--- config.mk ---
export PLATFORM = sky130hd
export DESIGN_NAME = memctrl
export DESIGN_NICKNAME = d
export VERILOG_FILES = /design/src/cpu_pkg.sv /design/src/mem_sched.sv /design/src/byte_seq.sv /design/src/load_align.sv /design/src/memctrl.sv
export SDC_FILE = /design/constraint.sdc
export NUM_CORES = 1
export LEC_CHECK = 0
export BUFFER_PORTS_ARGS = -buffer_cell sky130_fd_sc_hd__buf_2
export CORE_MARGIN = 3
export CORE_UTILIZATION = 59
export DETAILED_ROUTE_END_ITERATION = 10
export GPL_TIMING_DRIVEN = 0
export PLACE_DENSITY = 0.95
export RECOVER_POWER = 50
export SLEW_MARGIN = 10
export SYNTH_ARGS = -nofsm -noshare
export SYNTH_HDL_FRONTEND = slang
export SYNTH_SLANG_ARGS = --single-unit
--- constraint.sdc ---
create_clock -name clk_in -period 6.95 [get_ports clk_in]
set_input_delay 0.695 -clock clk_in [delete_from_list [all_inputs] [get_ports clk_in]]
set_output_delay 0.695 -clock clk_in [all_outputs]
set_load 0.01 [all_outputs]
--- src/cpu_pkg.sv ---
// memory subsystem shared types
// bus widths, load/store ops, request and response records
`default_nettype none

package cpu_pkg;

    typedef logic [31:0] addr_t;
    typedef logic [31:0] data_t;
    typedef logic [7:0]  byte_t;

    // byte count minus one, so 0 = byte, 1 = half, 3 = word
    typedef logic [1:0]  len_t;

    typedef enum logic [2:0] {
        LB  = 3'd0,
        LH  = 3'd1,
        LW  = 3'd2,
        LBU = 3'd3,
        LHU = 3'd4,
        SB  = 3'd5,
        SH  = 3'd6,
        SW  = 3'd7
    } ls_op_e;

    // address bits 17:16 of the io window
    localparam logic [1:0] IO_SEL = 2'd3;

    typedef struct packed {
        logic   en;
        addr_t  pc;
    } fetch_req_t;

    // store data sits in the low bytes of wdata
    typedef struct packed {
        logic   en;
        ls_op_e op;
        addr_t  addr;
        data_t  wdata;
    } ls_req_t;

    typedef struct packed {
        logic   done;
        data_t  data;
    } word_rsp_t;

    typedef struct packed {
        logic   start;
        logic   is_write;
        logic   is_fetch;
        addr_t  addr;
        len_t   len;
        data_t  wdata;
    } grant_t;

    function automatic logic op_is_store(input ls_op_e op);
        return (op == SB) || (op == SH) || (op == SW);
    endfunction

    function automatic len_t op_len(input ls_op_e op);
        case (op)
            LB, LBU, SB: return 2'd0;
            LH, LHU, SH: return 2'd1;
            default:     return 2'd3;
        endcase
    endfunction

endpackage

`default_nettype wire

--- src/mem_sched.sv ---
// memory request scheduler
// load/store over fetch, one grant per request, clr and io-full hold-off
`timescale 1ns/1ns
`default_nettype none

module mem_sched #(
    parameter int IO_LSB = 16
) (
    input  logic                clk_in,
    input  logic                arst_n,
    input  logic                rdy_in,
    input  logic                clr,
    input  logic                io_buffer_full,
    input  cpu_pkg::fetch_req_t fetch_req,
    input  cpu_pkg::ls_req_t    ls_req,
    input  logic                busy,
    output cpu_pkg::grant_t     grant,
    output cpu_pkg::ls_op_e     grant_op
);

    logic            start_q;
    logic            pending;
    logic            is_write_q;
    logic            is_fetch_q;
    cpu_pkg::addr_t  addr_q;
    cpu_pkg::len_t   len_q;
    cpu_pkg::data_t  wdata_q;
    cpu_pkg::ls_op_e op_q;

    logic            ls_store;
    logic            ls_io_wait;
    logic            take_ls;
    logic            take_fetch;
    logic            issue;

    // io store must wait for room in the uart buffer
    assign ls_store   = cpu_pkg::op_is_store(ls_req.op);
    assign ls_io_wait = ls_store && io_buffer_full &&
                        (ls_req.addr[IO_LSB +: 2] == cpu_pkg::IO_SEL);

    // a blocked load/store still keeps fetch off the bus
    assign take_ls    = ls_req.en && !ls_io_wait;
    assign take_fetch = !ls_req.en && fetch_req.en && !clr;
    assign issue      = !pending && !busy && (take_ls || take_fetch);

    assign grant = '{start:    start_q,
                     is_write: is_write_q,
                     is_fetch: is_fetch_q,
                     addr:     addr_q,
                     len:      len_q,
                     wdata:    wdata_q};
    assign grant_op = op_q;

    always_ff @(posedge clk_in or negedge arst_n) begin
        if (!arst_n) begin
            start_q    <= 1'b0;
            pending    <= 1'b0;
            is_write_q <= 1'b0;
            is_fetch_q <= 1'b0;
        end else if (rdy_in) begin
            start_q <= issue;
            if (issue) begin
                pending    <= 1'b1;
                is_write_q <= take_ls && ls_store;
                is_fetch_q <= !take_ls;
            end else if (busy || (clr && is_fetch_q)) begin
                // sequencer took it, or a fetch was dropped before starting
                pending <= 1'b0;
            end
        end
    end

    always_ff @(posedge clk_in) begin
        if (rdy_in && issue) begin
            if (take_ls) begin
                addr_q  <= ls_req.addr;
                len_q   <= cpu_pkg::op_len(ls_req.op);
                wdata_q <= ls_req.wdata;
                op_q    <= ls_req.op;
            end else begin
                addr_q  <= fetch_req.pc;
                len_q   <= 2'd3;
                wdata_q <= '0;
                op_q    <= cpu_pkg::LW;
            end
        end
    end

    // sequencer must be idle whenever a new access is handed over
    a_no_start_busy: assert property (
        @(posedge clk_in) disable iff (!arst_n) grant.start |-> !busy
    );

endmodule

`default_nettype wire

--- src/byte_seq.sv ---
// byte sequencer for the 8-bit memory bus
// walks one granted access byte by byte, gathers read bytes little-endian
`timescale 1ns/1ns
`default_nettype none

module byte_seq (
    input  logic               clk_in,
    input  logic               arst_n,
    input  logic               rdy_in,
    input  logic               clr,
    input  cpu_pkg::grant_t    grant,
    input  cpu_pkg::byte_t     mem_din,
    output cpu_pkg::byte_t     mem_dout,
    output cpu_pkg::addr_t     mem_a,
    output logic               mem_wr,
    output logic               busy,
    output cpu_pkg::word_rsp_t raw_rsp,
    output logic               raw_is_fetch
);

    typedef enum logic [1:0] {
        P_IDLE,
        P_ADDR,
        P_TAIL,
        P_DONE
    } phase_e;

    phase_e         phase;
    cpu_pkg::len_t  cnt;
    cpu_pkg::len_t  len_q;
    logic           is_write_q;
    logic           is_fetch_q;
    logic           done_q;
    cpu_pkg::data_t data_q;
    cpu_pkg::data_t sh_q;
    logic           stall_q;
    cpu_pkg::byte_t din_hold;

    cpu_pkg::byte_t din_eff;
    cpu_pkg::data_t sh_next;
    cpu_pkg::data_t rd_word;
    logic           last;
    logic           abort;
    logic           accept;

    assign busy         = (phase != P_IDLE);
    assign raw_is_fetch = is_fetch_q;
    assign raw_rsp      = '{done: done_q, data: data_q};

    assign last   = (cnt == len_q);
    assign abort  = clr && is_fetch_q;
    assign accept = grant.start && !(clr && grant.is_fetch);

    // after a freeze, mem_din may already show the next byte,
    // so use the byte seen in the first frozen cycle
    assign din_eff = stall_q ? din_hold : mem_din;

    // one shift register serves both directions
    // reads shift bytes in at the top, writes shift bytes out at the bottom
    assign sh_next = {(is_write_q ? 8'h00 : din_eff), sh_q[31:8]};

    // short reads end up in the upper lanes
    assign rd_word = sh_next >> {2'd3 - len_q, 3'b000};

    always_ff @(posedge clk_in or negedge arst_n) begin
        if (!arst_n) begin
            stall_q <= 1'b0;
        end else begin
            stall_q <= !rdy_in;
        end
    end

    always_ff @(posedge clk_in) begin
        if (!stall_q) begin
            din_hold <= mem_din;
        end
    end

    always_ff @(posedge clk_in or negedge arst_n) begin
        if (!arst_n) begin
            phase      <= P_IDLE;
            cnt        <= '0;
            mem_a      <= '0;
            mem_wr     <= 1'b0;
            done_q     <= 1'b0;
            is_write_q <= 1'b0;
            is_fetch_q <= 1'b0;
        end else if (rdy_in) begin
            case (phase)
                P_IDLE: begin
                    if (accept) begin
                        phase      <= P_ADDR;
                        cnt        <= '0;
                        mem_a      <= grant.addr;
                        mem_wr     <= grant.is_write;
                        is_write_q <= grant.is_write;
                        is_fetch_q <= grant.is_fetch;
                    end
                end
                P_ADDR: begin
                    if (abort) begin
                        phase  <= P_IDLE;
                        mem_wr <= 1'b0;
                    end else if (last) begin
                        mem_wr <= 1'b0;
                        if (is_write_q) begin
                            phase  <= P_DONE;
                            done_q <= 1'b1;
                        end else begin
                            // last read byte still to come back
                            phase <= P_TAIL;
                        end
                    end else begin
                        cnt   <= cnt + 2'd1;
                        mem_a <= mem_a + 32'd1;
                    end
                end
                P_TAIL: begin
                    if (abort) begin
                        phase <= P_IDLE;
                    end else begin
                        phase  <= P_DONE;
                        done_q <= 1'b1;
                    end
                end
                default: begin
                    phase  <= P_IDLE;
                    done_q <= 1'b0;
                end
            endcase
        end
    end

    always_ff @(posedge clk_in) begin
        if (rdy_in) begin
            if (phase == P_IDLE && accept) begin
                len_q    <= grant.len;
                mem_dout <= grant.wdata[7:0];
                sh_q     <= grant.is_write ? {8'h00, grant.wdata[31:8]} : '0;
            end else if (phase == P_ADDR) begin
                if (is_write_q && !last) begin
                    mem_dout <= sh_q[7:0];
                    sh_q     <= sh_next;
                end else if (!is_write_q && cnt != 2'd0) begin
                    // byte cnt-1 is on mem_din now
                    sh_q <= sh_next;
                end
            end else if (phase == P_TAIL) begin
                data_q <= rd_word;
            end
        end
    end

    a_wr_in_busy: assert property (
        @(posedge clk_in) disable iff (!arst_n) mem_wr |-> busy
    );

    a_cnt_range: assert property (
        @(posedge clk_in) disable iff (!arst_n) busy |-> (cnt <= len_q)
    );

endmodule

`default_nettype wire

--- src/load_align.sv ---
// response steering and load extension
// sign/zero-extends load data by op, sends done to fetch or load/store
`timescale 1ns/1ns
`default_nettype none

module load_align (
    input  logic               clk_in,
    input  logic               arst_n,
    input  cpu_pkg::word_rsp_t raw_rsp,
    input  logic               raw_is_fetch,
    input  cpu_pkg::ls_op_e    grant_op,
    input  cpu_pkg::grant_t    grant,
    output cpu_pkg::word_rsp_t fetch_rsp,
    output cpu_pkg::word_rsp_t ls_rsp
);

    cpu_pkg::ls_op_e op_q;
    cpu_pkg::data_t  ext;

    // op of the access now on the bus
    always_ff @(posedge clk_in or negedge arst_n) begin
        if (!arst_n) begin
            op_q <= cpu_pkg::LW;
        end else if (grant.start) begin
            op_q <= grant_op;
        end
    end

    always_comb begin
        case (op_q)
            cpu_pkg::LB: begin
                ext = {{24{raw_rsp.data[7]}}, raw_rsp.data[7:0]};
            end
            cpu_pkg::LH: begin
                ext = {{16{raw_rsp.data[15]}}, raw_rsp.data[15:0]};
            end
            cpu_pkg::LBU: begin
                ext = {24'h000000, raw_rsp.data[7:0]};
            end
            cpu_pkg::LHU: begin
                ext = {16'h0000, raw_rsp.data[15:0]};
            end
            cpu_pkg::LW: begin
                ext = raw_rsp.data;
            end
            default: begin
                // stores return nothing
                ext = '0;
            end
        endcase
    end

    // fetch words go out as read
    assign fetch_rsp = '{done: raw_rsp.done && raw_is_fetch,
                         data: raw_rsp.data};
    assign ls_rsp    = '{done: raw_rsp.done && !raw_is_fetch,
                         data: ext};

endmodule

`default_nettype wire

--- src/memctrl.sv ---
// memory controller top
// scheduler, byte sequencer and load aligner on one byte-wide bus
`timescale 1ns/1ns
`default_nettype none

module memctrl #(
    parameter int IO_LSB = 16
) (
    input  logic                clk_in,
    input  logic                arst_n,
    input  logic                rdy_in,
    input  logic                clr,
    input  logic                io_buffer_full,
    input  cpu_pkg::byte_t      mem_din,
    output cpu_pkg::byte_t      mem_dout,
    output cpu_pkg::addr_t      mem_a,
    output logic                mem_wr,
    input  cpu_pkg::fetch_req_t fetch_req,
    input  cpu_pkg::ls_req_t    ls_req,
    output cpu_pkg::word_rsp_t  fetch_rsp,
    output cpu_pkg::word_rsp_t  ls_rsp
);

    cpu_pkg::grant_t    grant;
    cpu_pkg::ls_op_e    grant_op;
    logic               busy;
    cpu_pkg::word_rsp_t raw_rsp;
    logic               raw_is_fetch;

    mem_sched #(
        .IO_LSB         (IO_LSB)
    ) i_sched (
        .clk_in         (clk_in),
        .arst_n         (arst_n),
        .rdy_in         (rdy_in),
        .clr            (clr),
        .io_buffer_full (io_buffer_full),
        .fetch_req      (fetch_req),
        .ls_req         (ls_req),
        .busy           (busy),
        .grant          (grant),
        .grant_op       (grant_op)
    );

    byte_seq i_seq (
        .clk_in         (clk_in),
        .arst_n         (arst_n),
        .rdy_in         (rdy_in),
        .clr            (clr),
        .grant          (grant),
        .mem_din        (mem_din),
        .mem_dout       (mem_dout),
        .mem_a          (mem_a),
        .mem_wr         (mem_wr),
        .busy           (busy),
        .raw_rsp        (raw_rsp),
        .raw_is_fetch   (raw_is_fetch)
    );

    load_align i_align (
        .clk_in         (clk_in),
        .arst_n         (arst_n),
        .raw_rsp        (raw_rsp),
        .raw_is_fetch   (raw_is_fetch),
        .grant_op       (grant_op),
        .grant          (grant),
        .fetch_rsp      (fetch_rsp),
        .ls_rsp         (ls_rsp)
    );

endmodule

`default_nettype wire

# Word level (Yosys, flattened, before mapping)
# Cells that the tools add are included.
[totals]
wordCells = 143
reg_bits = 199
input_bits = 114
out_inout_bits = 107
[classes]
addsub = 3
n_reduce_logical = 55
eq_ne = 21
n_bitwise = 3
shifts = 1
muxes = 38
[op_table]
columns = ["op", "count"]
rows = [
  ["$mux 32", 8],
  ["$pmux 32 s5", 1],
  ["$pmux 32 s2", 1],
  ["$mux 8", 5],
  ["$add 32x1->32 const B", 1],
  ["$shr 32x5->32", 1],
  ["$mux 24", 1],
  ["$logic_and 1x1->1", 17],
  ["$eq 3x3->1 const B", 5],
  ["$mux 2", 7],
  ["$reduce_and 3->1", 4],
  ["$reduce_bool 2->1", 6],
  ["$logic_not 1->1", 11],
  ["$mux 1", 10],
  ["$eq 3x2->1 const B", 3],
  ["$pmux 2 s2", 2],
  ["$reduce_and 4->1", 2],
  ["$eq 3x1->1 const B", 2],
  ["$logic_not 3->1", 2],
  ["$ne 2x1->1 const B", 3],
  ["$ne 2x2->1 const B", 3],
  ["$pmux 2 s3", 1],
  ["$reduce_and 2->1", 3],
  ["$reduce_and 6->1", 1],
  ["other kinds (14)", 21],
]

# Logic depth before layout (Yosys ltp)
# Gate-level depths: netlist (run 1).
[depth]
word_depth = 11
ltp_mapped = 10
mapped_depth_nobuf = 7

# Cells and area by module
# Synthesis (run 1) repeated with hierarchy kept, for this count alone.
[hier_totals]
hier_cells = 951
hier_area_um2 = 10415.0
[by_module_without_submodules]
columns = ["module", "n_inst", "seq_area_each_um2", "cells_each", "area_per_inst_um2"]
rows = [
  ["byte_seq", 1, 3408.3, 641, 6246.0],
  ["mem_sched", 1, 2172.1, 179, 3014.1],
  ["load_align", 1, 76.3, 131, 1154.9],
]

# Worst setup path after synthesis (run 1)
# No wires, ideal clock.
[synth_timing]
path_type = "reg-to-reg"
from = "register i_seq.phase[1]"
to = "register i_seq.sh_q[0], enable pin"
t_arrival_ns = 2.880
n_path_buf = 2
setup_time_ns = 0.432
stages_incl_launch_ff = 7
path_slack_ns = 3.638
t_required_ns = 6.518
synth_period_minus_slack_ns = 3.312
path_cell_list = "dfrtp_1 inv_1 ha_1 clkbuf_1 buf_1 nand3_1 a21oi_1"
[synth_via]
elab_chain_len = 4
elab_cells_between_ends = 6
classes_between = "eq/ne: 1; reduce/logical: 5"
[synth_rtl]
columns = ["item", "line_no", "rtl"]
rows = [
  ["start, declared", "byte_seq.sv:28", "phase_e phase;"],
  ["start signal, assigned", "byte_seq.sv:81", "phase <= P_IDLE;"],
  ["start signal, assigned", "byte_seq.sv:92", "phase <= P_ADDR;"],
  ["start signal, assigned", "byte_seq.sv:102", "phase <= P_IDLE;"],
  ["$logic_not 2->1", "byte_seq.sv:136", "if (phase == P_IDLE && accept) begin"],
  ["$logic_and 1x1->1", "byte_seq.sv:136", ""],
  ["$reduce_bool 3->1 (no line) or $reduce_bool 2->1 (tied branches)", "n/a", ""],
  ["$reduce_and 3->1 (no line) (*)", "n/a", ""],
  ["end signal, assigned", "byte_seq.sv:139", "sh_q <= grant.is_write ? {8'h00, grant.wdata[31:8]} : '0;"],
  ["end signal, assigned", "byte_seq.sv:143", "sh_q <= sh_next;"],
  ["end signal, assigned", "byte_seq.sv:146", "sh_q <= sh_next;"],
  ["end, declared", "byte_seq.sv:35", "cpu_pkg::data_t sh_q;"],
]
# Every way passes the cells marked *; elsewhere a longest branch is shown, timed or not.
# A chain may end at the register's enable or synchronous reset.

==> flow_metrics.tcl, run 1 <==
set metrics [dict create \
    grt_antenna_before_repair 0 \
    yosys.area.top_type_share_pct 44.5 \
    hold_class "reg2reg" \
    fill_cells 1101 \
    port_buffers 220 \
    synthArstFlopShare_pct 24.1 \
    tightest_slew_ns 2.78 \
    drt_first_pass_iters 7 \
    route.vias.total 8442 \
    synth-edff-count 143 \
    grtUsageTotal_pct 29.3 \
    grt_pass1_vias 7989 \
    overflow 0 \
    syn_avg_cell_area_um2 10.3 \
    clk_path_buf_depth 2 \
    synthCells 941 \
    yosys_warnings 0 \
    ys_ff_latch 199 \
    start_kind "flop" \
    grt_start_max_net_pins 71 \
    dp.final_hpwl_um 18600 \
    fin_nets 1301 \
    gp_congestion 0.920 \
    slew_headroom_pct -85.6 \
    vdd_ir_drop_max_v 0.000234 \
    rows 46 \
    synthesis.nets 1061 \
    area_growth_pct 19.6 \
    htree_levels 4 \
    run_status "complete, but fails checks" \
    arrival_ns 2.49 \
    pwr_density_cell_nw_per_um2 387 \
    cts_resized 0 \
    maxCapViolCount 1 \
    ioPinCount 221 \
    synth_common_cells "nand2_1 (243), edfxtp_1 (143), and2_1 (52), clkbuf_1 (49), dfrtp_1 (47)" \
    die-area_um2 17900 \
    rrSetupSlack_ns 3.95 \
    postCtsSetupBuffers 0 \
    n_antenna_cell 0 \
    setup_viol 0 \
    clk_latency_ns 0.45 \
    max_freq_ghz 0.314 \
    layout-drive-gt1-share_pct 17.6 \
    hold_viol 0 \
    coreArea_um2 15900 \
    drt_first_iter_violations 915 \
    fp.dieW_um 134 \
    start_util_pct 60.6 \
    cts_tree "yes" \
    cts_sinks 199 \
    cp_max_fo 10 \
    whs_ns 0.460 \
    p_leak_uw 0.00484 \
    synthesis.area_um2 9660 \
    synth_cell_types 62 \
    die_y_um 134 \
    tns_ns 0 \
    wl_um 26400 \
    viasPerCell 5.99 \
    end_kind "primary output" \
    antenna_left 0 \
    crit_type "reg2out" \
    rsz0062_at_grt "no" \
    grt_pass1_wl_um 40800 \
    min_period_ns 3.19 \
    skew_ns 0.00746 \
    final_max_slew_viol_count 49 \
    violations "max-capacitance violations, max-slew violations" \
    cts_made_buffers 17 \
    cts_hold_buffers 0 \
    synth_area_leaders "edfxtp_1 (44%), dfrtp_1 (12%), nand2_1 (9.4%), and2_1 (3.4%), o21ai_0 (2.4%)" \
    regArea_um2 5660 \
    ctsRootBufferMaster "clkbuf_16" \
    multi_input_area_um2 3680 \
    clkTransAtPathRegs_ns 0.07 \
    route.detailed.drc 0 \
    synth-seq-area-share_pct 58.6 \
    yosysTopAreaCell "edfxtp_1" \
    synth_ff_type "edfxtp_1" \
    yosysMostFrequentCell "nand2_1" \
    wire_per_inst_um 18.8 \
    required_ns 6.25 \
    finalCritPeriodShare_pct 45.9 \
]
layout by cell type (no fill, tap or decap), drive strengths merged, types with 18 or more instances in the layout:
cell type,n
mux2i,21
nor2,28
o21ai,48
edfxtp,143
inv,25
a21o,18
dfrtp,47
o22ai,20
a21oi,36
nand3,41
buf,156
and2,52
nand2,243
clkbuf,147
registers in the layout, indices dropped and copies added, names as in the netlist, 2 cells and up:
name,flops
i_seq.mem_dout,8
i_seq.data_q,32
i_sched.grant_op,3
i_seq.phase,2
i_seq.din_hold,8
i_sched.addr_q,32
i_seq.len_q,2
i_sched.wdata_q,32
i_sched.len_q,2
i_align.op_q,3
i_seq.cnt,2
i_seq.mem_a,32
i_seq.sh_q,32
path summary, 6_finish.rpt:
check	endpoint	depth (start not counted)	startpoint
worst max-delay path	ls_rsp[21]	7	i_align.op_q[1]
worst min-delay path	i_seq.din_hold[7]	2	i_seq.din_hold[7]
worst max register to register	i_sched.addr_q[24]	6	i_seq.phase[0]
worst min register to register	i_seq.din_hold[7]	2	i_seq.din_hold[7]
max in group asynchronous	i_sched.pending	1	arst_n
min in group asynchronous	i_seq.mem_a[11]	1	arst_n
power by group:
group | switching, uW | internal, uW | total, uW
logic | 1050 | 577 | 1620
registers | 261 | 1610 | 1870
clock network | 432 | 538 | 970
total | 1740 | 2730 | 4470
kinds of logic after synthesis:
kind of cell	share of synthesized area (%)
adders and majority gates	0.777
muxes	2.88
AOI/OAI and AO/OA	12.3
and+or+nand+nor	21.6
buffers and inverters	3.51
xor gates and xnor gates	0.363
DFF	58.6
per-layer routing:
metal	up-vias	part of all wire, %	track usage [%]
met5	-	0	0
met4	0	4.1	13.9
met3	94	11	7.20
met2	602	48	48.5
met1	3914	37	36.6
li1	3832	-	-
worst max-delay path, cell delays in order, from the launching register on:
cell and delay (ns):
dfstp_1 0.55, nor2b_1 0.13, clkbuf_1 0.28, nor2b_1 0.18, clkbuf_1 0.24, clkbuf_1 0.36, a21o_1 0.18, buf_2 0.12
area by class of cell:
type	count	share of cell area, %
buffer	62	2.14
clock buffer	20	3.87
clock inverter	12	1.10
inverter	24	0.802
multi-input combinational	656	31.8
sequential	199	49.0
tap	216	2.34
timing repair buffer	221	8.94
through the flow:
stage	utilization (%)	setup WS (ns)	cell area (um2)	std cells	power, uW
5_1_grt	72.4	3.57	11500	1410	4690
3_3_place_gp	69.2	2.52	11000	1377	3390
3_5_place_dp	69.4	3.63	11100	1378	3480
2_1_floorplan	-	3.64	9660	941	2850
6_report	72.4	3.76	11500	1410	4470
4_1_cts	73.0	3.78	11600	1410	4460
No activity file was read; power rests on OpenSTA's default activity.
==> inputs of run 2 (changes only) <==
--- a/config.mk
+++ b/config.mk
@@ -7,10 +7,10 @@
 export LEC_CHECK = 0
 export BUFFER_PORTS_ARGS = -buffer_cell sky130_fd_sc_hd__buf_2
 export CORE_MARGIN = 3
-export CORE_UTILIZATION = 59
+export CORE_UTILIZATION = 54
 export DETAILED_ROUTE_END_ITERATION = 10
 export GPL_TIMING_DRIVEN = 0
-export PLACE_DENSITY = 0.95
+export PLACE_DENSITY = 0.91
 export RECOVER_POWER = 50
 export SLEW_MARGIN = 10
 export SYNTH_ARGS = -nofsm -noshare
==> constraint.sdc (replaced) <==
create_clock -name clk_in -period 3.2 [get_ports clk_in]
set_input_delay 0.32 -clock clk_in [delete_from_list [all_inputs] [get_ports clk_in]]
set_output_delay 0.32 -clock clk_in [all_outputs]
set_load 0.01 [all_outputs]
==> flow_metrics.tcl, run 2 (same netlist as run 1, synthesis figures left out) <==
set metrics [dict create \
    clk_path_buf_depth 2 \
    clk_latency_ns 0.44 \
    ctsRootBufferMaster "clkbuf_16" \
    coreArea_um2 17400 \
    p_leak_uw 0.00488 \
    met3_usage_pct 6.15 \
    cts_hold_buffers 0 \
    rows 48 \
    vdd_ir_drop_max_v 0.000546 \
    gp_congestion 0.919 \
    met1_usage_pct 33.3 \
    final_cell_mix "nand2_1 (243), buf_2 (148), edfxtp_1 (143)" \
    die-area_um2 19500 \
    antenna_left 0 \
    finalCritPeriodShare_pct 90.4 \
    grtUsageTotal_pct 26.3 \
    route.detailed.drc 0 \
    route.vias.total 8210 \
    overflow 0 \
    grt_start_max_net_pins 71 \
    rsz0062_at_grt "no" \
    drt_first_pass_iters 6 \
    maxCapViolCount 1 \
    slew_headroom_pct -85.4 \
    top_usage_layer "met2" \
    ioPinCount 221 \
    required_ns 3.27 \
    violations "max-capacitance violations, max-slew violations" \
    skew_ns 0.00900 \
    grt_pass1_wl_um 40900 \
    grt_pass1_vias 7947 \
    grt_antenna_before_repair 1 \
    wl_um 25800 \
    cts_resized 0 \
    cts_tree "yes" \
    place_ws_ns 0.298 \
    multi_input_area_um2 3680 \
    tightest_slew_ns 2.78 \
    cts_sinks 199 \
    fin_nets 1301 \
    postCtsSetupBuffers 0 \
    setup_slack_ns 0.307 \
    hold_viol 0 \
    arrival_ns 2.96 \
    setup_viol 0 \
    fin_area_um2 11600 \
    final_common_cell "nand2_1" \
    n_antenna_cell 0 \
    htree_levels 4 \
    die_y_um 140 \
    fp.dieW_um 140 \
    hold_class "in2reg" \
    viasPerCell 5.79 \
    final_max_slew_viol_count 49 \
    max_freq_ghz 0.346 \
    area_growth_pct 20.3 \
    pwr_density_cell_nw_per_um2 848 \
    layout-drive-gt1-share_pct 17.8 \
    grt_use_met2_pct 44.2 \
    start_kind "flop" \
    clkTransAtPathRegs_ns 0.07 \
    place_area_um2 11100 \
    cp_max_fo 70 \
    port_buffers 220 \
    rrSetupSlack_ns 0.31 \
    wire_per_inst_um 18.2 \
    cts_made_buffers 17 \
    end_kind "flop" \
    fill_cells 1311 \
    start_util_pct 55.5 \
    run_status "complete, but fails checks" \
    min_period_ns 2.89 \
    crit_type "reg2reg" \
    drt_first_iter_violations 962 \
    regArea_um2 5660 \
    dp.final_hpwl_um 18700 \
]
## run 2: worst max-delay path, stage by stage, from the launching register on
cell,delay (ns)
dfrtp_1,0.43
inv_1,0.11
ha_1,0.15
clkbuf_1,0.31
nor3b_1,0.47
o21ai_0,0.32
inv_4,0.72
## run 2: cell type report
class / instances / area share, %
Sequential cell: 199 / 48.7
Multi-Input combinational cell: 656 / 31.6
Timing Repair Buffer: 221 / 8.87
Clock buffer: 18 / 3.78
Tap cell: 225 / 2.42
Buffer: 62 / 2.13
Clock inverter: 14 / 1.67
Inverter: 24 / 0.797
## run 2: final timing paths
check	from	cells past startpoint	end
setup / recovery	i_seq.phase[1]	6	i_sched.addr_q[13]
hold / removal	mem_din[2]	3	i_seq.din_hold[2]
setup reg to reg	i_seq.phase[1]	6	i_sched.addr_q[13]
hold reg to reg	i_sched.len_q[1]	0	i_seq.len_q[1]
max in group asynchronous	arst_n	1	i_seq.phase[1]
min in group asynchronous	arst_n	1	i_seq.mem_a[12]
## run 2: through the flow
| step | instances | hold WS, ns | util, % | TNS (ns) | power (uW) |
|---|---|---|---|---|---|
| 3_3_place_gp | 1386 | 0.404 | 63.4 | -62.10 | 7370 |
| 6_report | 1419 | 0.0980 | 66.7 | 0 | 9860 |
| 3_5_place_dp | 1387 | 0.405 | 63.6 | 0 | 7570 |
| 5_1_grt | 1419 | 0.100 | 66.7 | 0 | 10400 |
| 2_1_floorplan | 941 | 0.0244 | - | 0 | 6190 |
| 4_1_cts | 1419 | 0.0858 | 67.3 | 0 | 9880 |
## run 2: where the power goes
group / switching (uW) / total [uW] / internal [uW]
logic: 2220 / 3470 / 1250
registers: 572 / 4070 / 3500
clock network: 970 / 2310 / 1340
## run 2: layer usage
metal	part of all wire (%)	routed length [um]
met1	38	9700
met2	49	12600
met3	10	2670
met4	3.2	833
met5	0.050	13
==> inputs of run 3 (changes only) <==
--- a/config.mk
+++ b/config.mk
@@ -5,12 +5,13 @@
 export SDC_FILE = /design/constraint.sdc
 export NUM_CORES = 1
 export LEC_CHECK = 0
+export ABC_AREA = 1
 export BUFFER_PORTS_ARGS = -buffer_cell sky130_fd_sc_hd__buf_2
 export CORE_MARGIN = 3
-export CORE_UTILIZATION = 54
+export CORE_UTILIZATION = 55
 export DETAILED_ROUTE_END_ITERATION = 10
 export GPL_TIMING_DRIVEN = 0
-export PLACE_DENSITY = 0.91
+export PLACE_DENSITY = 0.92
 export RECOVER_POWER = 50
 export SLEW_MARGIN = 10
 export SYNTH_ARGS = -nofsm -noshare
==> flow_metrics.tcl, run 3 <==
set metrics [dict create \
    run_status "complete, but fails checks" \
    violations "max-capacitance violations, max-slew violations" \
    route.vias.total 9226 \
    fill_cells 1435 \
    synth_area_leaders "edfxtp_1 (43%), nand2_1 (17%), dfrtp_1 (12%), nor2_1 (6.3%), inv_1 (4.1%)" \
    cts_sinks 199 \
    wire_per_inst_um 17.1 \
    start_kind "flop" \
    rsz0062_at_grt "no" \
    antenna_left 0 \
    yosys_warnings 0 \
    synth-seq-area-share_pct 56.8 \
    die-area_um2 19800 \
    vdd_ir_drop_max_v 0.000571 \
    cts_made_buffers 17 \
    wl_met1_um 12100 \
    slew_headroom_pct -82.7 \
    area_growth_pct 19.8 \
    ctsRootBufferMaster "clkbuf_16" \
    postCtsSetupBuffers 0 \
    syn_avg_cell_area_um2 8.20 \
    required_ns 3.36 \
    layout-drive-gt1-share_pct 14.1 \
    grtUsageTotal_pct 28.8 \
    fin_nets 1578 \
    die_y_um 141 \
    max_freq_ghz 0.349 \
    multi_input_area_um2 3670 \
    yosysMostFrequentCell "nand2_1" \
    skew_ns 0.0123 \
    rows 48 \
    tightest_slew_ns 2.74 \
    place_ws_ns 0.527 \
    arrival_ns 3.03 \
    min_period_ns 2.87 \
    dp.final_hpwl_um 21700 \
    start_util_pct 56.8 \
    fp.dieW_um 141 \
    cts_resized 0 \
    finalCritPeriodShare_pct 89.6 \
    ys_ff_latch 199 \
    yosysTopAreaCell "edfxtp_1" \
    crit_start "i_seq.phase[1]" \
    n_antenna_cell 0 \
    end_kind "flop" \
    final_common_cell "nand2_1" \
    wl_um 28900 \
    synthArstFlopShare_pct 24.1 \
    met3_length_um 3060 \
    cts_hold_buffers 0 \
    regArea_um2 5660 \
    hp-start "mem_din[6]" \
    hold_class "in2reg" \
    synthCells 1216 \
    drt_first_iter_violations 1056 \
    clk_path_buf_depth 2 \
    grt_antenna_before_repair 0 \
    setup_viol 0 \
    grt_pass1_wl_um 44700 \
    place_area_um2 11500 \
    drt_first_pass_iters 6 \
    fin_area_um2 11900 \
    routed.top_layer "met4" \
    ioPinCount 221 \
    synth_common_cells "nand2_1 (445), nor2_1 (168), edfxtp_1 (143), inv_1 (110), o21ai_0 (76)" \
    synth_ff_type "edfxtp_1" \
    gp_congestion 0.925 \
    synth_cell_types 38 \
    coreArea_um2 17500 \
    route.detailed.drc 0 \
    synthesis.area_um2 9970 \
    grt_start_max_net_pins 49 \
    utilization_pct 68.1 \
    grt_pass1_vias 8449 \
    cts_tree "yes" \
    clkTransAtPathRegs_ns 0.08 \
    overflow 0 \
    htree_levels 4 \
    clk_latency_ns 0.45 \
    synth-edff-count 143 \
    cp_max_fo 21 \
    yosys.area.top_type_share_pct 43.1 \
    dr_wl_met2_um 13300 \
    p_total_uw 9780 \
    synthesis.nets 1336 \
    setup_slack_ns 0.334 \
    crit_type "reg2reg" \
    viasPerCell 5.44 \
    maxCapViolCount 1 \
    p_leak_uw 0.00539 \
    hold_viol 0 \
    final_cell_mix "nand2_1 (444), nor2_1 (169), buf_2 (149)" \
    port_buffers 220 \
    pwr_density_cell_nw_per_um2 819 \
    final_max_slew_viol_count 49 \
    reg2reg_from "i_seq.phase[1]" \
]
[run 3: metal layers]
| metal | GRT usage (%) | vias up |
|---|---|---|
| met3 | 5.53 | 49 |
| met1 | 42.3 | 4234 |
| met2 | 44.8 | 543 |
| met4 | 7.14 | 0 |
| li1 | - | 4400 |
| met5 | 0 | - |
[run 3: path summary, 6_finish.rpt]
kind / end / slack, ns / depth (start not counted)
setup / recovery: i_seq.data_q[1] / 0.33 / 7
hold / removal: i_seq.din_hold[6] / 0.08 / 3
setup reg to reg: i_seq.data_q[1] / 0.33 / 7
hold reg to reg: i_seq.len_q[1] / 0.43 / 0
max in group asynchronous: i_seq.mem_a[5] / 0.90 / 1
min in group asynchronous: i_seq.mem_a[23] / 0.74 / 1
[run 3: logic make-up after synthesis]
| kind of cell | synth area share [%] |
|---|---|
| AOI/OAI and AO/OA | 6.34 |
| xor gates and xnor gates | 0.439 |
| adders and majority gates | 0.753 |
| buffers and inverters | 6.59 |
| DFF | 56.8 |
| and+or+nand+nor | 29.1 |
[run 3: through the flow]
step / cells / hold WS [ns] / TNS (ns)
3_5_place_dp: 1664 / 0.409 / 0
6_report: 1696 / 0.0843 / 0
3_3_place_gp: 1661 / 0.410 / -65.36
5_1_grt: 1696 / 0.103 / 0
4_1_cts: 1696 / 0.0800 / 0
2_1_floorplan: 1216 / 0.0244 / 0
[run 3: worst max-delay path: stages (launching register included)]
cell	delay [ns]
dfrtp_1	0.42
inv_1	0.10
ha_1	0.25
inv_1	0.25
clkbuf_1	0.51
nand2_1	0.21
nor3_4	0.59
buf_16	0.24
[run 3: layout make-up]
class / count / area share, %
plain buffers: 47 / 1.64
clock inverters: 15 / 1.67
clock buffers: 17 / 3.56
inverters: 116 / 3.67
flip-flops and latches: 199 / 47.4
well taps: 225 / 2.36
multi-input cells: 854 / 30.7
repair buffers: 223 / 9.03
[run 3: power breakdown]
part	internal, uW	switching (uW)
combinational	1100	2410
sequential	3460	575
clock	1140	1100
total	5700	4080
